<file path="src/hw/rt_pkg.sv">
// Ray caster shared types
package rt_pkg;

	// Signed scene coordinate, also used for ray directions
	typedef logic signed [15:0] coord_t;

	// Pixel index, y * IMG_W + x
	typedef logic [15:0] pixel_id_t;

	// 8 bits each of red, green, blue
	typedef logic [23:0] color_t;

	// Which arbiter input a pixel came from
	typedef enum logic {
		ROUTE_HIT,
		ROUTE_MISS
	} route_e;

	// Frame sequencer states
	typedef enum logic {
		SEQ_IDLE,
		SEQ_BUSY
	} seq_state_e;

	// Box surface is drawn white
	localparam color_t HIT_COLOR = 24'hFF_FF_FF;

	// Background is drawn blue
	localparam color_t MISS_COLOR = 24'h00_00_FF;

endpackage : rt_pkg
</file>
<file path="src/hw/render_top.sv">
// Ray casting render engine
`timescale 1ns/10ps

module render_top #(
	parameter int IMG_W = 16,
	parameter int IMG_H = 8,
	parameter int FIFO_DEPTH = 8
) (
	input  logic              clk,
	input  logic              rst_n,
	input  logic              start,
	input  rt_pkg::coord_t    cam_x,
	input  rt_pkg::coord_t    cam_y,
	input  rt_pkg::coord_t    cam_z,
	input  rt_pkg::coord_t    box_xmin,
	input  rt_pkg::coord_t    box_xmax,
	input  rt_pkg::coord_t    box_ymin,
	input  rt_pkg::coord_t    box_ymax,
	input  rt_pkg::coord_t    box_zmin,
	output logic              pix_valid,
	input  logic              pix_stall,
	output rt_pkg::pixel_id_t pix_id,
	output rt_pkg::color_t    pix_color,
	output logic              busy,
	output logic              frame_done
);
	import rt_pkg::*;

	localparam int PIXELS = IMG_W * IMG_H;

	logic      frame_start;
	logic      rd_strobe;
	logic      ray_valid;
	logic      ray_stall;
	pixel_id_t ray_id;
	coord_t    dir_x;
	coord_t    dir_y;
	logic      hit_valid;
	logic      hit_stall;
	pixel_id_t hit_id;
	logic      miss_valid;
	logic      miss_stall;
	pixel_id_t miss_id;
	logic      wr_en;
	logic      full;
	pixel_id_t wr_pixel_id;
	color_t    wr_color;
	logic      empty;

	assign pix_valid = !empty;
	assign rd_strobe = pix_valid && !pix_stall;

	frame_sequencer #(.PIXELS(PIXELS)) u_seq (
		.clk, .rst_n, .start, .rd_strobe, .frame_start, .busy, .frame_done
	);

	ray_gen #(.IMG_W(IMG_W), .IMG_H(IMG_H)) u_ray_gen (
		.clk, .rst_n, .frame_start, .ray_valid, .ray_stall, .ray_id, .dir_x, .dir_y
	);

	scene_int u_scene_int (
		.clk, .rst_n,
		.ray_valid, .ray_stall, .ray_id, .dir_x, .dir_y,
		.cam_x, .cam_y, .cam_z,
		.box_xmin, .box_xmax, .box_ymin, .box_ymax, .box_zmin,
		.hit_valid, .hit_stall, .hit_id,
		.miss_valid, .miss_stall, .miss_id
	);

	pixel_arbiter u_arb (
		.clk, .rst_n,
		.hit_valid, .hit_stall, .hit_id,
		.miss_valid, .miss_stall, .miss_id,
		.wr_en, .full, .wr_pixel_id, .wr_color
	);

	pixel_fifo #(.FIFO_DEPTH(FIFO_DEPTH)) u_fifo (
		.clk, .rst_n, .wr_en, .wr_pixel_id, .wr_color, .full,
		.rd_en(rd_strobe), .rd_pixel_id(pix_id), .rd_color(pix_color), .empty
	);

endmodule : render_top

</file>
<file path="src/hw/pixel_fifo.sv">
// Pixel output queue
`timescale 1ns/10ps

module pixel_fifo #(
	parameter int FIFO_DEPTH = 8
) (
	input  logic              clk,
	input  logic              rst_n,
	input  logic              wr_en,
	input  rt_pkg::pixel_id_t wr_pixel_id,
	input  rt_pkg::color_t    wr_color,
	output logic              full,
	input  logic              rd_en,
	output rt_pkg::pixel_id_t rd_pixel_id,
	output rt_pkg::color_t    rd_color,
	output logic              empty
);
	import rt_pkg::*;

	localparam int PTR_W = (FIFO_DEPTH > 1) ? $clog2(FIFO_DEPTH) : 1;
	localparam int CNT_W = $clog2(FIFO_DEPTH + 1);

	pixel_id_t id_mem [FIFO_DEPTH];
	color_t    color_mem [FIFO_DEPTH];

	logic [PTR_W-1:0] wr_ptr;
	logic [PTR_W-1:0] rd_ptr;
	logic [CNT_W-1:0] count;
	logic             do_wr;
	logic             do_rd;

	// A read in the same cycle frees a slot, so full only stalls when nothing leaves
	assign full = (count == CNT_W'(FIFO_DEPTH)) && !rd_en;
	assign empty = (count == '0);
	assign do_wr = wr_en && !full;
	assign do_rd = rd_en && !empty;

	assign rd_pixel_id = id_mem[rd_ptr];
	assign rd_color = color_mem[rd_ptr];

	always_ff @(posedge clk or negedge rst_n) begin
		if (!rst_n) begin
			wr_ptr <= '0;
			rd_ptr <= '0;
			count <= '0;
		end else begin
			if (do_wr) wr_ptr <= (wr_ptr == PTR_W'(FIFO_DEPTH - 1)) ? '0 : wr_ptr + PTR_W'(1);
			if (do_rd) rd_ptr <= (rd_ptr == PTR_W'(FIFO_DEPTH - 1)) ? '0 : rd_ptr + PTR_W'(1);
			if (do_wr && !do_rd) count <= count + CNT_W'(1);
			else if (do_rd && !do_wr) count <= count - CNT_W'(1);
		end
	end

	always_ff @(posedge clk) begin
		if (do_wr) begin
			id_mem[wr_ptr] <= wr_pixel_id;
			color_mem[wr_ptr] <= wr_color;
		end
	end

endmodule : pixel_fifo

</file>
<file path="src/hw/pixel_arbiter.sv">
// Hit and miss stream merge
`timescale 1ns/10ps

module pixel_arbiter (
	input  logic              clk,
	input  logic              rst_n,
	input  logic              hit_valid,
	output logic              hit_stall,
	input  rt_pkg::pixel_id_t hit_id,
	input  logic              miss_valid,
	output logic              miss_stall,
	input  rt_pkg::pixel_id_t miss_id,
	output logic              wr_en,
	input  logic              full,
	output rt_pkg::pixel_id_t wr_pixel_id,
	output rt_pkg::color_t    wr_color
);
	import rt_pkg::*;

	route_e    last_grant;
	logic      can_load;
	logic      sel_hit;
	logic      sel_miss;
	logic      out_valid;
	pixel_id_t out_id;
	color_t    out_color;

	// Output register drains and refills in the same cycle
	assign can_load = !out_valid || !full;

	// Alternate when both sides want the queue
	assign sel_hit = hit_valid && (!miss_valid || (last_grant == ROUTE_MISS));
	assign sel_miss = miss_valid && !sel_hit;

	assign hit_stall = hit_valid && !(can_load && sel_hit);
	assign miss_stall = miss_valid && !(can_load && sel_miss);

	assign wr_en = out_valid;
	assign wr_pixel_id = out_id;
	assign wr_color = out_color;

	always_ff @(posedge clk or negedge rst_n) begin
		if (!rst_n) begin
			out_valid <= 1'b0;
			last_grant <= ROUTE_MISS;
		end else if (can_load) begin
			out_valid <= sel_hit || sel_miss;
			if (sel_hit) last_grant <= ROUTE_HIT;
			else if (sel_miss) last_grant <= ROUTE_MISS;
		end
	end

	always_ff @(posedge clk) begin
		if (can_load && sel_hit) begin
			out_id <= hit_id;
			out_color <= HIT_COLOR;
		end else if (can_load && sel_miss) begin
			out_id <= miss_id;
			out_color <= MISS_COLOR;
		end
	end

endmodule : pixel_arbiter

</file>
<file path="src/hw/scene_int.sv">
// Ray and box intersection
`timescale 1ns/10ps

module scene_int (
	input  logic              clk,
	input  logic              rst_n,

	input  logic              ray_valid,
	output logic              ray_stall,
	input  rt_pkg::pixel_id_t ray_id,
	input  rt_pkg::coord_t    dir_x,
	input  rt_pkg::coord_t    dir_y,

	input  rt_pkg::coord_t    cam_x,
	input  rt_pkg::coord_t    cam_y,
	input  rt_pkg::coord_t    cam_z,
	input  rt_pkg::coord_t    box_xmin,
	input  rt_pkg::coord_t    box_xmax,
	input  rt_pkg::coord_t    box_ymin,
	input  rt_pkg::coord_t    box_ymax,
	input  rt_pkg::coord_t    box_zmin,

	output logic              hit_valid,
	input  logic              hit_stall,
	output rt_pkg::pixel_id_t hit_id,

	output logic              miss_valid,
	input  logic              miss_stall,
	output rt_pkg::pixel_id_t miss_id
);
	import rt_pkg::*;

	// Distance to the front face plane and the point where the ray crosses it
	logic signed [31:0] t_w;
	logic signed [31:0] px_w;
	logic signed [31:0] py_w;

	logic               s1_valid;
	logic               s1_stall;
	pixel_id_t          s1_id;
	logic               s1_t_pos;
	logic signed [31:0] s1_px;
	logic signed [31:0] s1_py;

	logic               in_x;
	logic               in_y;
	route_e             route_w;

	logic               s2_valid;
	logic               s2_stall;
	pixel_id_t          s2_id;
	route_e             s2_route;

	assign t_w = box_zmin - cam_z;
	assign px_w = cam_x + dir_x * t_w;
	assign py_w = cam_y + dir_y * t_w;

	assign in_x = (s1_px >= box_xmin) && (s1_px <= box_xmax);
	assign in_y = (s1_py >= box_ymin) && (s1_py <= box_ymax);
	assign route_w = (s1_t_pos && in_x && in_y) ? ROUTE_HIT : ROUTE_MISS;

	// Only the port the ray is routed to can hold the pipeline
	assign s2_stall = s2_valid && ((s2_route == ROUTE_HIT) ? hit_stall : miss_stall);
	assign s1_stall = s1_valid && s2_stall;
	assign ray_stall = s1_stall;

	assign hit_valid = s2_valid && (s2_route == ROUTE_HIT);
	assign miss_valid = s2_valid && (s2_route == ROUTE_MISS);
	assign hit_id = s2_id;
	assign miss_id = s2_id;

	always_ff @(posedge clk or negedge rst_n) begin
		if (!rst_n) begin
			s1_valid <= 1'b0;
			s2_valid <= 1'b0;
		end else begin
			if (!s1_stall) s1_valid <= ray_valid;
			if (!s2_stall) s2_valid <= s1_valid;
		end
	end

	always_ff @(posedge clk) begin
		if (!s1_stall && ray_valid) begin
			s1_id <= ray_id;
			s1_t_pos <= (t_w > 0);
			s1_px <= px_w;
			s1_py <= py_w;
		end
		if (!s2_stall && s1_valid) begin
			s2_id <= s1_id;
			s2_route <= route_w;
		end
	end

endmodule : scene_int

</file>
<file path="src/hw/ray_gen.sv">
// Primary ray generator
`timescale 1ns/10ps

module ray_gen #(
	parameter int IMG_W = 16,
	parameter int IMG_H = 8
) (
	input  logic             clk,
	input  logic             rst_n,
	input  logic             frame_start,
	output logic             ray_valid,
	input  logic             ray_stall,
	output rt_pkg::pixel_id_t ray_id,
	output rt_pkg::coord_t   dir_x,
	output rt_pkg::coord_t   dir_y
);
	import rt_pkg::*;

	coord_t    x_pos;
	coord_t    y_pos;
	pixel_id_t pix_id;
	logic      active;
	logic      xfer;
	logic      last_col;
	logic      last_pix;

	assign xfer = active && !ray_stall;
	assign last_col = (x_pos == coord_t'(IMG_W - 1));
	assign last_pix = last_col && (y_pos == coord_t'(IMG_H - 1));

	// Image centre sits on the optical axis, z direction is always 1
	assign dir_x = x_pos - coord_t'(IMG_W / 2);
	assign dir_y = y_pos - coord_t'(IMG_H / 2);
	assign ray_id = pix_id;
	assign ray_valid = active;

	always_ff @(posedge clk or negedge rst_n) begin
		if (!rst_n) begin
			active <= 1'b0;
			x_pos <= '0;
			y_pos <= '0;
			pix_id <= '0;
		end else if (frame_start) begin
			active <= 1'b1;
			x_pos <= '0;
			y_pos <= '0;
			pix_id <= '0;
		end else if (xfer) begin
			// Raster order, row by row
			if (last_pix) begin
				active <= 1'b0;
			end else if (last_col) begin
				x_pos <= '0;
				y_pos <= y_pos + coord_t'(1);
			end else begin
				x_pos <= x_pos + coord_t'(1);
			end
			pix_id <= pix_id + pixel_id_t'(1);
		end
	end

endmodule : ray_gen

</file>
<file path="src/hw/frame_sequencer.sv">
// Frame start and end control
`timescale 1ns/10ps

module frame_sequencer #(
	parameter int PIXELS = 128
) (
	input  logic clk,
	input  logic rst_n,
	input  logic start,
	input  logic rd_strobe,
	output logic frame_start,
	output logic busy,
	output logic frame_done
);
	import rt_pkg::*;

	localparam int CNT_W = $clog2(PIXELS + 1);

	seq_state_e state;
	logic start_q;
	logic start_edge;
	logic last_read;
	logic [CNT_W-1:0] rd_count;

	// Rising edge of start, only acted on while idle
	assign start_edge = start && !start_q;
	assign last_read = rd_strobe && (rd_count == CNT_W'(PIXELS - 1));
	assign busy = (state == SEQ_BUSY);

	always_ff @(posedge clk or negedge rst_n) begin
		if (!rst_n) begin
			state <= SEQ_IDLE;
			start_q <= 1'b0;
			rd_count <= '0;
			frame_start <= 1'b0;
			frame_done <= 1'b0;
		end else begin
			start_q <= start;
			frame_start <= 1'b0;
			frame_done <= 1'b0;
			case (state)
				SEQ_IDLE: begin
					if (start_edge) begin
						state <= SEQ_BUSY;
						frame_start <= 1'b1;
						rd_count <= '0;
					end
				end
				SEQ_BUSY: begin
					// Count pixels leaving the queue until the whole image is out
					if (last_read) begin
						state <= SEQ_IDLE;
						frame_done <= 1'b1;
						rd_count <= '0;
					end else if (rd_strobe) begin
						rd_count <= rd_count + CNT_W'(1);
					end
				end
				default: state <= SEQ_IDLE;
			endcase
		end
	end

endmodule : frame_sequencer

</file>
<file path="config.mk">
export PLATFORM = sky130hd
export DESIGN_NAME = render_top
export DESIGN_NICKNAME = d
export VERILOG_FILES = /design/src/hw/rt_pkg.sv /design/src/hw/render_top.sv /design/src/hw/pixel_fifo.sv /design/src/hw/pixel_arbiter.sv /design/src/hw/scene_int.sv /design/src/hw/ray_gen.sv /design/src/hw/frame_sequencer.sv
export SDC_FILE = /design/constraint.sdc
export NUM_CORES = 2
export LEC_CHECK = 0
export ABC_CLOCK_PERIOD_IN_PS = 10300
export BUFFER_PORTS_ARGS = -buffer_cell sky130_fd_sc_hd__buf_2
export CAP_MARGIN = 30
export CELL_PAD_IN_SITES_DETAIL_PLACEMENT = 0
export CELL_PAD_IN_SITES_GLOBAL_PLACEMENT = 2
export CORE_MARGIN = 1
export CORE_UTILIZATION = 42
export CTS_CLUSTER_DIAMETER = 120
export DETAILED_ROUTE_END_ITERATION = 8
export GPL_TIMING_DRIVEN = 0
export PLACE_DENSITY_LB_ADDON = 0.2
export SETUP_SLACK_MARGIN = 0.02
export SYNTH_ARGS = -nofsm -noshare
export SYNTH_HDL_FRONTEND = slang
export SYNTH_SLANG_ARGS = --single-unit
</file>
<file path="constraint.sdc">
create_clock -name clk -period 10.3 [get_ports clk]
set_input_delay 3.09 -clock clk [delete_from_list [all_inputs] [get_ports clk]]
set_output_delay 3.09 -clock clk [all_outputs]
set_load 0.01 [all_outputs]
</file>
Word-level counts from Yosys, hierarchy flattened. Memories as Yosys holds them, arrays and structs flattened. Cells that the tools add are included. Widths: inputs -> output; s select.

Output and inout bits: 43. Memory bits (read-only): 0. Latch bits: 0. Memories kept: 2. Flip-flop bits (word level): 205. RAM bits: 256.

Memories: u_fifo.color_mem (words 8, width 16, read ports 1, clocked after Yosys merged registers in 0, wr ports 1, line pixel_fifo.sv:24) `color_t color_mem [FIFO_DEPTH];`; u_fifo.id_mem (words 8, width 16, read ports 1, clocked after Yosys merged registers in 0, wr ports 1, line pixel_fifo.sv:23) `pixel_id_t id_mem [FIFO_DEPTH];`.

Order comparisons: 5. Add/subtract/negate cells: 13. Divide/modulo/power cells: 0. Multipliers: 2. Equality and inequality tests: 9. Reductions and logical operators: 54. Bitwise operators: 2. Shift operators: 0. Muxes and demuxes: 35.

Operators by type and width (count): $mux 16 (12); $add 16x32->32 (2); $ge 32x16->1 (2); $le 32x16->1 (2); $mul 16x17->32 (2); $add 16x2->16 const B (2); $logic_and 1x1->1 (25); $mux 8 (3); $gt 17x1->1 const B (1); $sub 16x16->17 (1); $add 16x1->16 const B (1); $eq 16x4->1 const B (1); $eq 16x5->1 const B (1); $pmux 8 s2 (1); $sub 16x4->16 const B (1); $sub 16x5->16 const B (1); $logic_not 1->1 (14); $mux 1 (14); $reduce_bool 2->1 (6); $add 8x1->8 const B (1); $eq 8x7->1 const B (1); $mux 4 (2); $reduce_and 2->1 (4); $add 3x1->3 const B (2); other kinds (13) (18).

Longest topological paths before layout.
Depth after elaboration: 17. Depth in mapped cells: 32. Gate-level depth less buffers: 32.

By module. From an unflattened synthesis, not the netlist that was laid out.

Cell total of the unflattened synthesis: 4089. Area, all modules: 46439.5 um^2.

By module, submodules not included: scene_int (instances 1, sequential area each 2992.9 um^2, cells an instance 3060, area an instance 28660.0 um^2); pixel_fifo (instances 1, sequential area each 9859.5 um^2, cells an instance 531, area an instance 12985.0 um^2); ray_gen (instances 1, sequential area each 1226.2 um^2, cells an instance 370, area an instance 3199.3 um^2); pixel_arbiter (instances 1, sequential area each 551.8 um^2, cells an instance 73, area an instance 1034.7 um^2); frame_sequencer (instances 1, sequential area each 300.3 um^2, cells an instance 53, area an instance 553.0 um^2); render_top (instances 1, sequential area each 0.0 um^2, cells an instance 2, area an instance 7.5 um^2).

Worst setup path before layout. Ideal clock, no wire load.

Path type: input-to-reg. From: in box_zmin[0]. To: reg u_scene_int.s1_py[31] (data pin). Arrival time: 10.717 ns. Slack: -0.677 ns. Library setup time: 0.260 ns. Cell stages on the path: 31. Cell sequence: inv_1 ha_1 inv_1 fa_1 a211oi_1 o21ai_0 a311oi_1 o21ai_0 o41ai_2 clkbuf_1 nand2_1 fa_1 inv_1 fa_1 clkbuf_1 xnor2_1 xnor2_1 fa_1 fa_1 inv_1 fa_1 inv_1 ha_1 o21a_1 o21ai_0 inv_1 a31oi_1 a21boi_0 a21oi_1 a31oi_1 xnor2_1.

Word-level cells in the longest chain between the ends: 3.

RTL lines: start: declaration (line render_top.sv:19) `input rt_pkg::coord_t box_zmin,`; $sub 16x16->17 (line scene_int.sv:54) `assign t_w = box_zmin - cam_z;`; $mul 16x17->32 (line scene_int.sv:56) `assign py_w = cam_y + dir_y * t_w;`; $add 16x32->32 (line scene_int.sv:56); named net u_scene_int.py_w[31] (line scene_int.sv:36) `logic signed [31:0] py_w;`; end signal: assignment (line scene_int.sv:87) `s1_py <= py_w;`; end: declaration (line scene_int.sv:43) `logic signed [31:0] s1_py;`.

The timed path passes the listed nets, and every way through them passes these cells. A chain may end at the register's enable or synchronous reset.

Final worst setup path.
From: in cam_z[4]. To: reg u_scene_int.s1_py[31] (data pin).

Word-level cells in the longest chain between the ends: 3.

RTL lines: start: declaration (line render_top.sv:14) `input rt_pkg::coord_t cam_z,`; $sub 16x16->17 (line scene_int.sv:54); $mul 16x17->32 (line scene_int.sv:56); $add 16x32->32 (line scene_int.sv:56); named net u_scene_int.py_w[31] (line scene_int.sv:36).

The timed path passes the listed nets, and every way through them passes these cells.

==> results.md <==
* Vias at 26882
* Largest net degree at the start of global routing at 63
* Yosys top cell area share at 0.2998
* Total detailed-routing wirelength at 103.2 mm
* Worst path max stage delay at 0.57 ns
* Nets@finish at 5152
* Die ar. at 91990 µm²
* Design Area, Final at 44770 µm²
* Most common cell after layout, fill and taps aside: inv_1
* Num CTS Buffers at 38
* Register area share after synthesis at 0.2460
* Clock Sinks at 325
* DP HPWL at 83.14 mm
* GP Congestion at 0.8806
* Vias/cell at 5.046
* Max Cap Viol at 0
* Kind of critical path: in2reg
* Final Critical Period at 10.23 ns
* I/O pins at 175
* #FFs+latches synth at 325
* Slew at the pin with the worst max-slew slack at 1.082 ns
* Yosys cell types at 73
* Vias in the first global route at 28224
* # port buffers at 166
* # hold bufs at CTS at 0
* FP Rows at 110
* Root buf cell: clkbuf_16
* Die Ht at 303.3 µm
* Setup TNS at 0 ns
* Worst setup SP type: primary input
* Routed len/inst at 19.37 µm
* First-pass GRT wire length at 160.4 mm
* Share of layout cells above drive strength 1 at 0.1637
* Async set-reset flop share out of synthesis at 0.2277
* Number of enable flip-flop cells after synthesis at 250
* CP max stage cell: fa_1
* Hold Violations, Final at 0
* Core box area at 90010 µm²
* Relative slew slack at 0.2760
* Area added between synthesis and finish at 17.43%
* Setup Skew at 0.01811 ns
* Later-pin clock latency in the skew report at 0.56 ns
* Most frequent cells in the layout: inv_1 (775), fa_1 (555), nor2_1 (336)
* Drt first pass iters at 7
* Yosys warns at 0
* Hold Path Class: reg2reg
* Post-DRT Antenna Nets at 0
* Arrival @ worst endpoint at 10.53 ns
* Starting Density at 0.4236
* Synthesized netlist cell count at 3774
* Area post-placement at 41180 µm²
* RSZ-0062 raised after global routing: yes
* Final setup viols at 0
* Max Root-Sink Buffers at 3
* Slew Viols, Final at 0
* Final period utilization at 0.9933
* Clk pin slew, worst setup/hold paths at 0.06 ns
* CTS tree: built
* CP Data Required Time at 10.60 ns
* Non-Filler Instances at 5327
* Dpl cells at 5160
* Cell mode on critical path: fa_1
* Synth area leaders: fa_1 (30%), edfxtp_1 (20%), ha_1 (11%)
* Syn Area/Cell at 10.10 µm²
* CP Capture Type: register
* Fmax at 97.75 MHz
* GRT Overall Usage at 0.2315
* Synth Flop Type: edfxtp_1
* CTS HTree Levels at 2
* Post-Syn Area at 38130 µm²
* Status: complete, but fails checks
* Worst-path fanout max at 5
* Failing checks: DRC
* Congestion Overflow GR at 0
* Initial antenna violation count at 3
* Initial DRC Count at 1423
* DRC at 2
* Area leader, netlist: fa_1
* DIE WIDTH at 303.3 µm
[path summary, 6_finish.rpt]
path / to / depth (start not counted) / start / slack (ns)
max: u_scene_int.s1_py[31] / 30 / cam_z[4] / 0.07
min: u_scene_int.hit_id[0] / 0 / u_scene_int.s1_id[0] / 0.41
max reg2reg: u_scene_int.s1_py[31] / 28 / u_ray_gen.y_pos[4] / 1.75
min reg2reg: u_scene_int.hit_id[0] / 0 / u_scene_int.s1_id[0] / 0.41
max in group asynchronous: u_fifo.rd_ptr[2] / 2 / rst_n / 7.32
min in group asynchronous: u_seq.rd_count[4] / 1 / rst_n / 2.38
[synth_stat cells, types with 12 or more instances]
cell	number
or3_1	14
nand2_1	335
edfxtp_1	250
nor3_1	28
fa_1	571
a21oi_1	84
o211ai_1	12
mux2_2	22
o21a_1	18
mux4_2	34
a31oi_1	12
nand4_1	46
nor4_1	13
xor2_1	71
dfrtp_1	74
and3_1	21
ha_1	330
nand3_1	35
o21ai_0	88
inv_1	790
clkbuf_1	109
buf_4	23
and2_1	69
a211oi_1	12
nand2b_1	35
nor2b_1	35
xnor2_1	115
nor2_1	346
a21o_1	49
[metrics by stage]
| stage | hold slack [ns] | utilization | worst slack [ns] |
|---|---|---|---|
| 2_1_floorplan | 0.3993 | - | 0.01597 |
| 3_3_place_gp | 0.4011 | 0.4510 | -2.141 |
| 3_5_place_dp | 0.4045 | 0.4575 | -2.071 |
| 4_1_cts | 0.4031 | 0.4859 | 0.01116 |
| 5_1_grt | 0.4263 | 0.4974 | -0.1877 |
| 6_report | 0.4085 | 0.4974 | 0.06945 |
[per-layer routing]
metal / track usage / share of wire
met1: 0.3096 / 0.43
met2: 0.3917 / 0.49
met3: 0.03948 / 0.055
met4: 0.05488 / 0.020
met5: 0 / 0
[cells by family after synthesis]
family | synth area share
mux | 0.02816
fa+ha+maj | 0.4086
buf+inv | 0.09451
compound gates | 0.05841
flops | 0.2460
other cells | 0.00009835
simple gates | 0.1215
xor+xnor | 0.04273
[sequential cells by signal, summed over array words and instances, names as in the netlist, 3 cells and up]
signal and cells:
u_fifo.rd_ptr 3, u_ray_gen.y_pos 16, u_scene_int.s1_id 16, u_ray_gen.x_pos 16, u_seq.rd_count 8, u_scene_int.s1_px 32, u_arb.wr_pixel_id 16, u_scene_int.hit_id 16
u_scene_int.s1_py 32, u_fifo.count 4, u_fifo.id_mem 128, u_fifo.color_mem 8, u_fifo.wr_ptr 3, u_ray_gen.ray_id 16
[worst max-delay path: cells and delay by family]
kind / cells / cell delay (ns)
compound gates: 9 / 1.63
xor+xnor: 1 / 0.11
fa+ha+maj: 8 / 3.66
buf+inv: 8 / 0.85
mux: 1 / 0.34
simple gates: 3 / 0.86
[timing repair]
action	CTS	global route
setup endpoints to repair	39	31
pin swaps	40	98
gates cloned	0	1
gates resized for setup	163	151
setup buffers	50	47
[area by class of cell]
class	count	area (µm²)
fill	8596	45240
multi-input combinational	2522	26510
sequential	325	9379
inverter	793	2989
timing repair buffer	302	2148
tap	1176	1471
clock buffer	43	1001
buffer	137	884.6
clock inverter	27	382.9
antenna	2	5.005
Power is not shown: default switching activity piles up to over one toggle a cycle in this logic, so the estimate is an artifact.
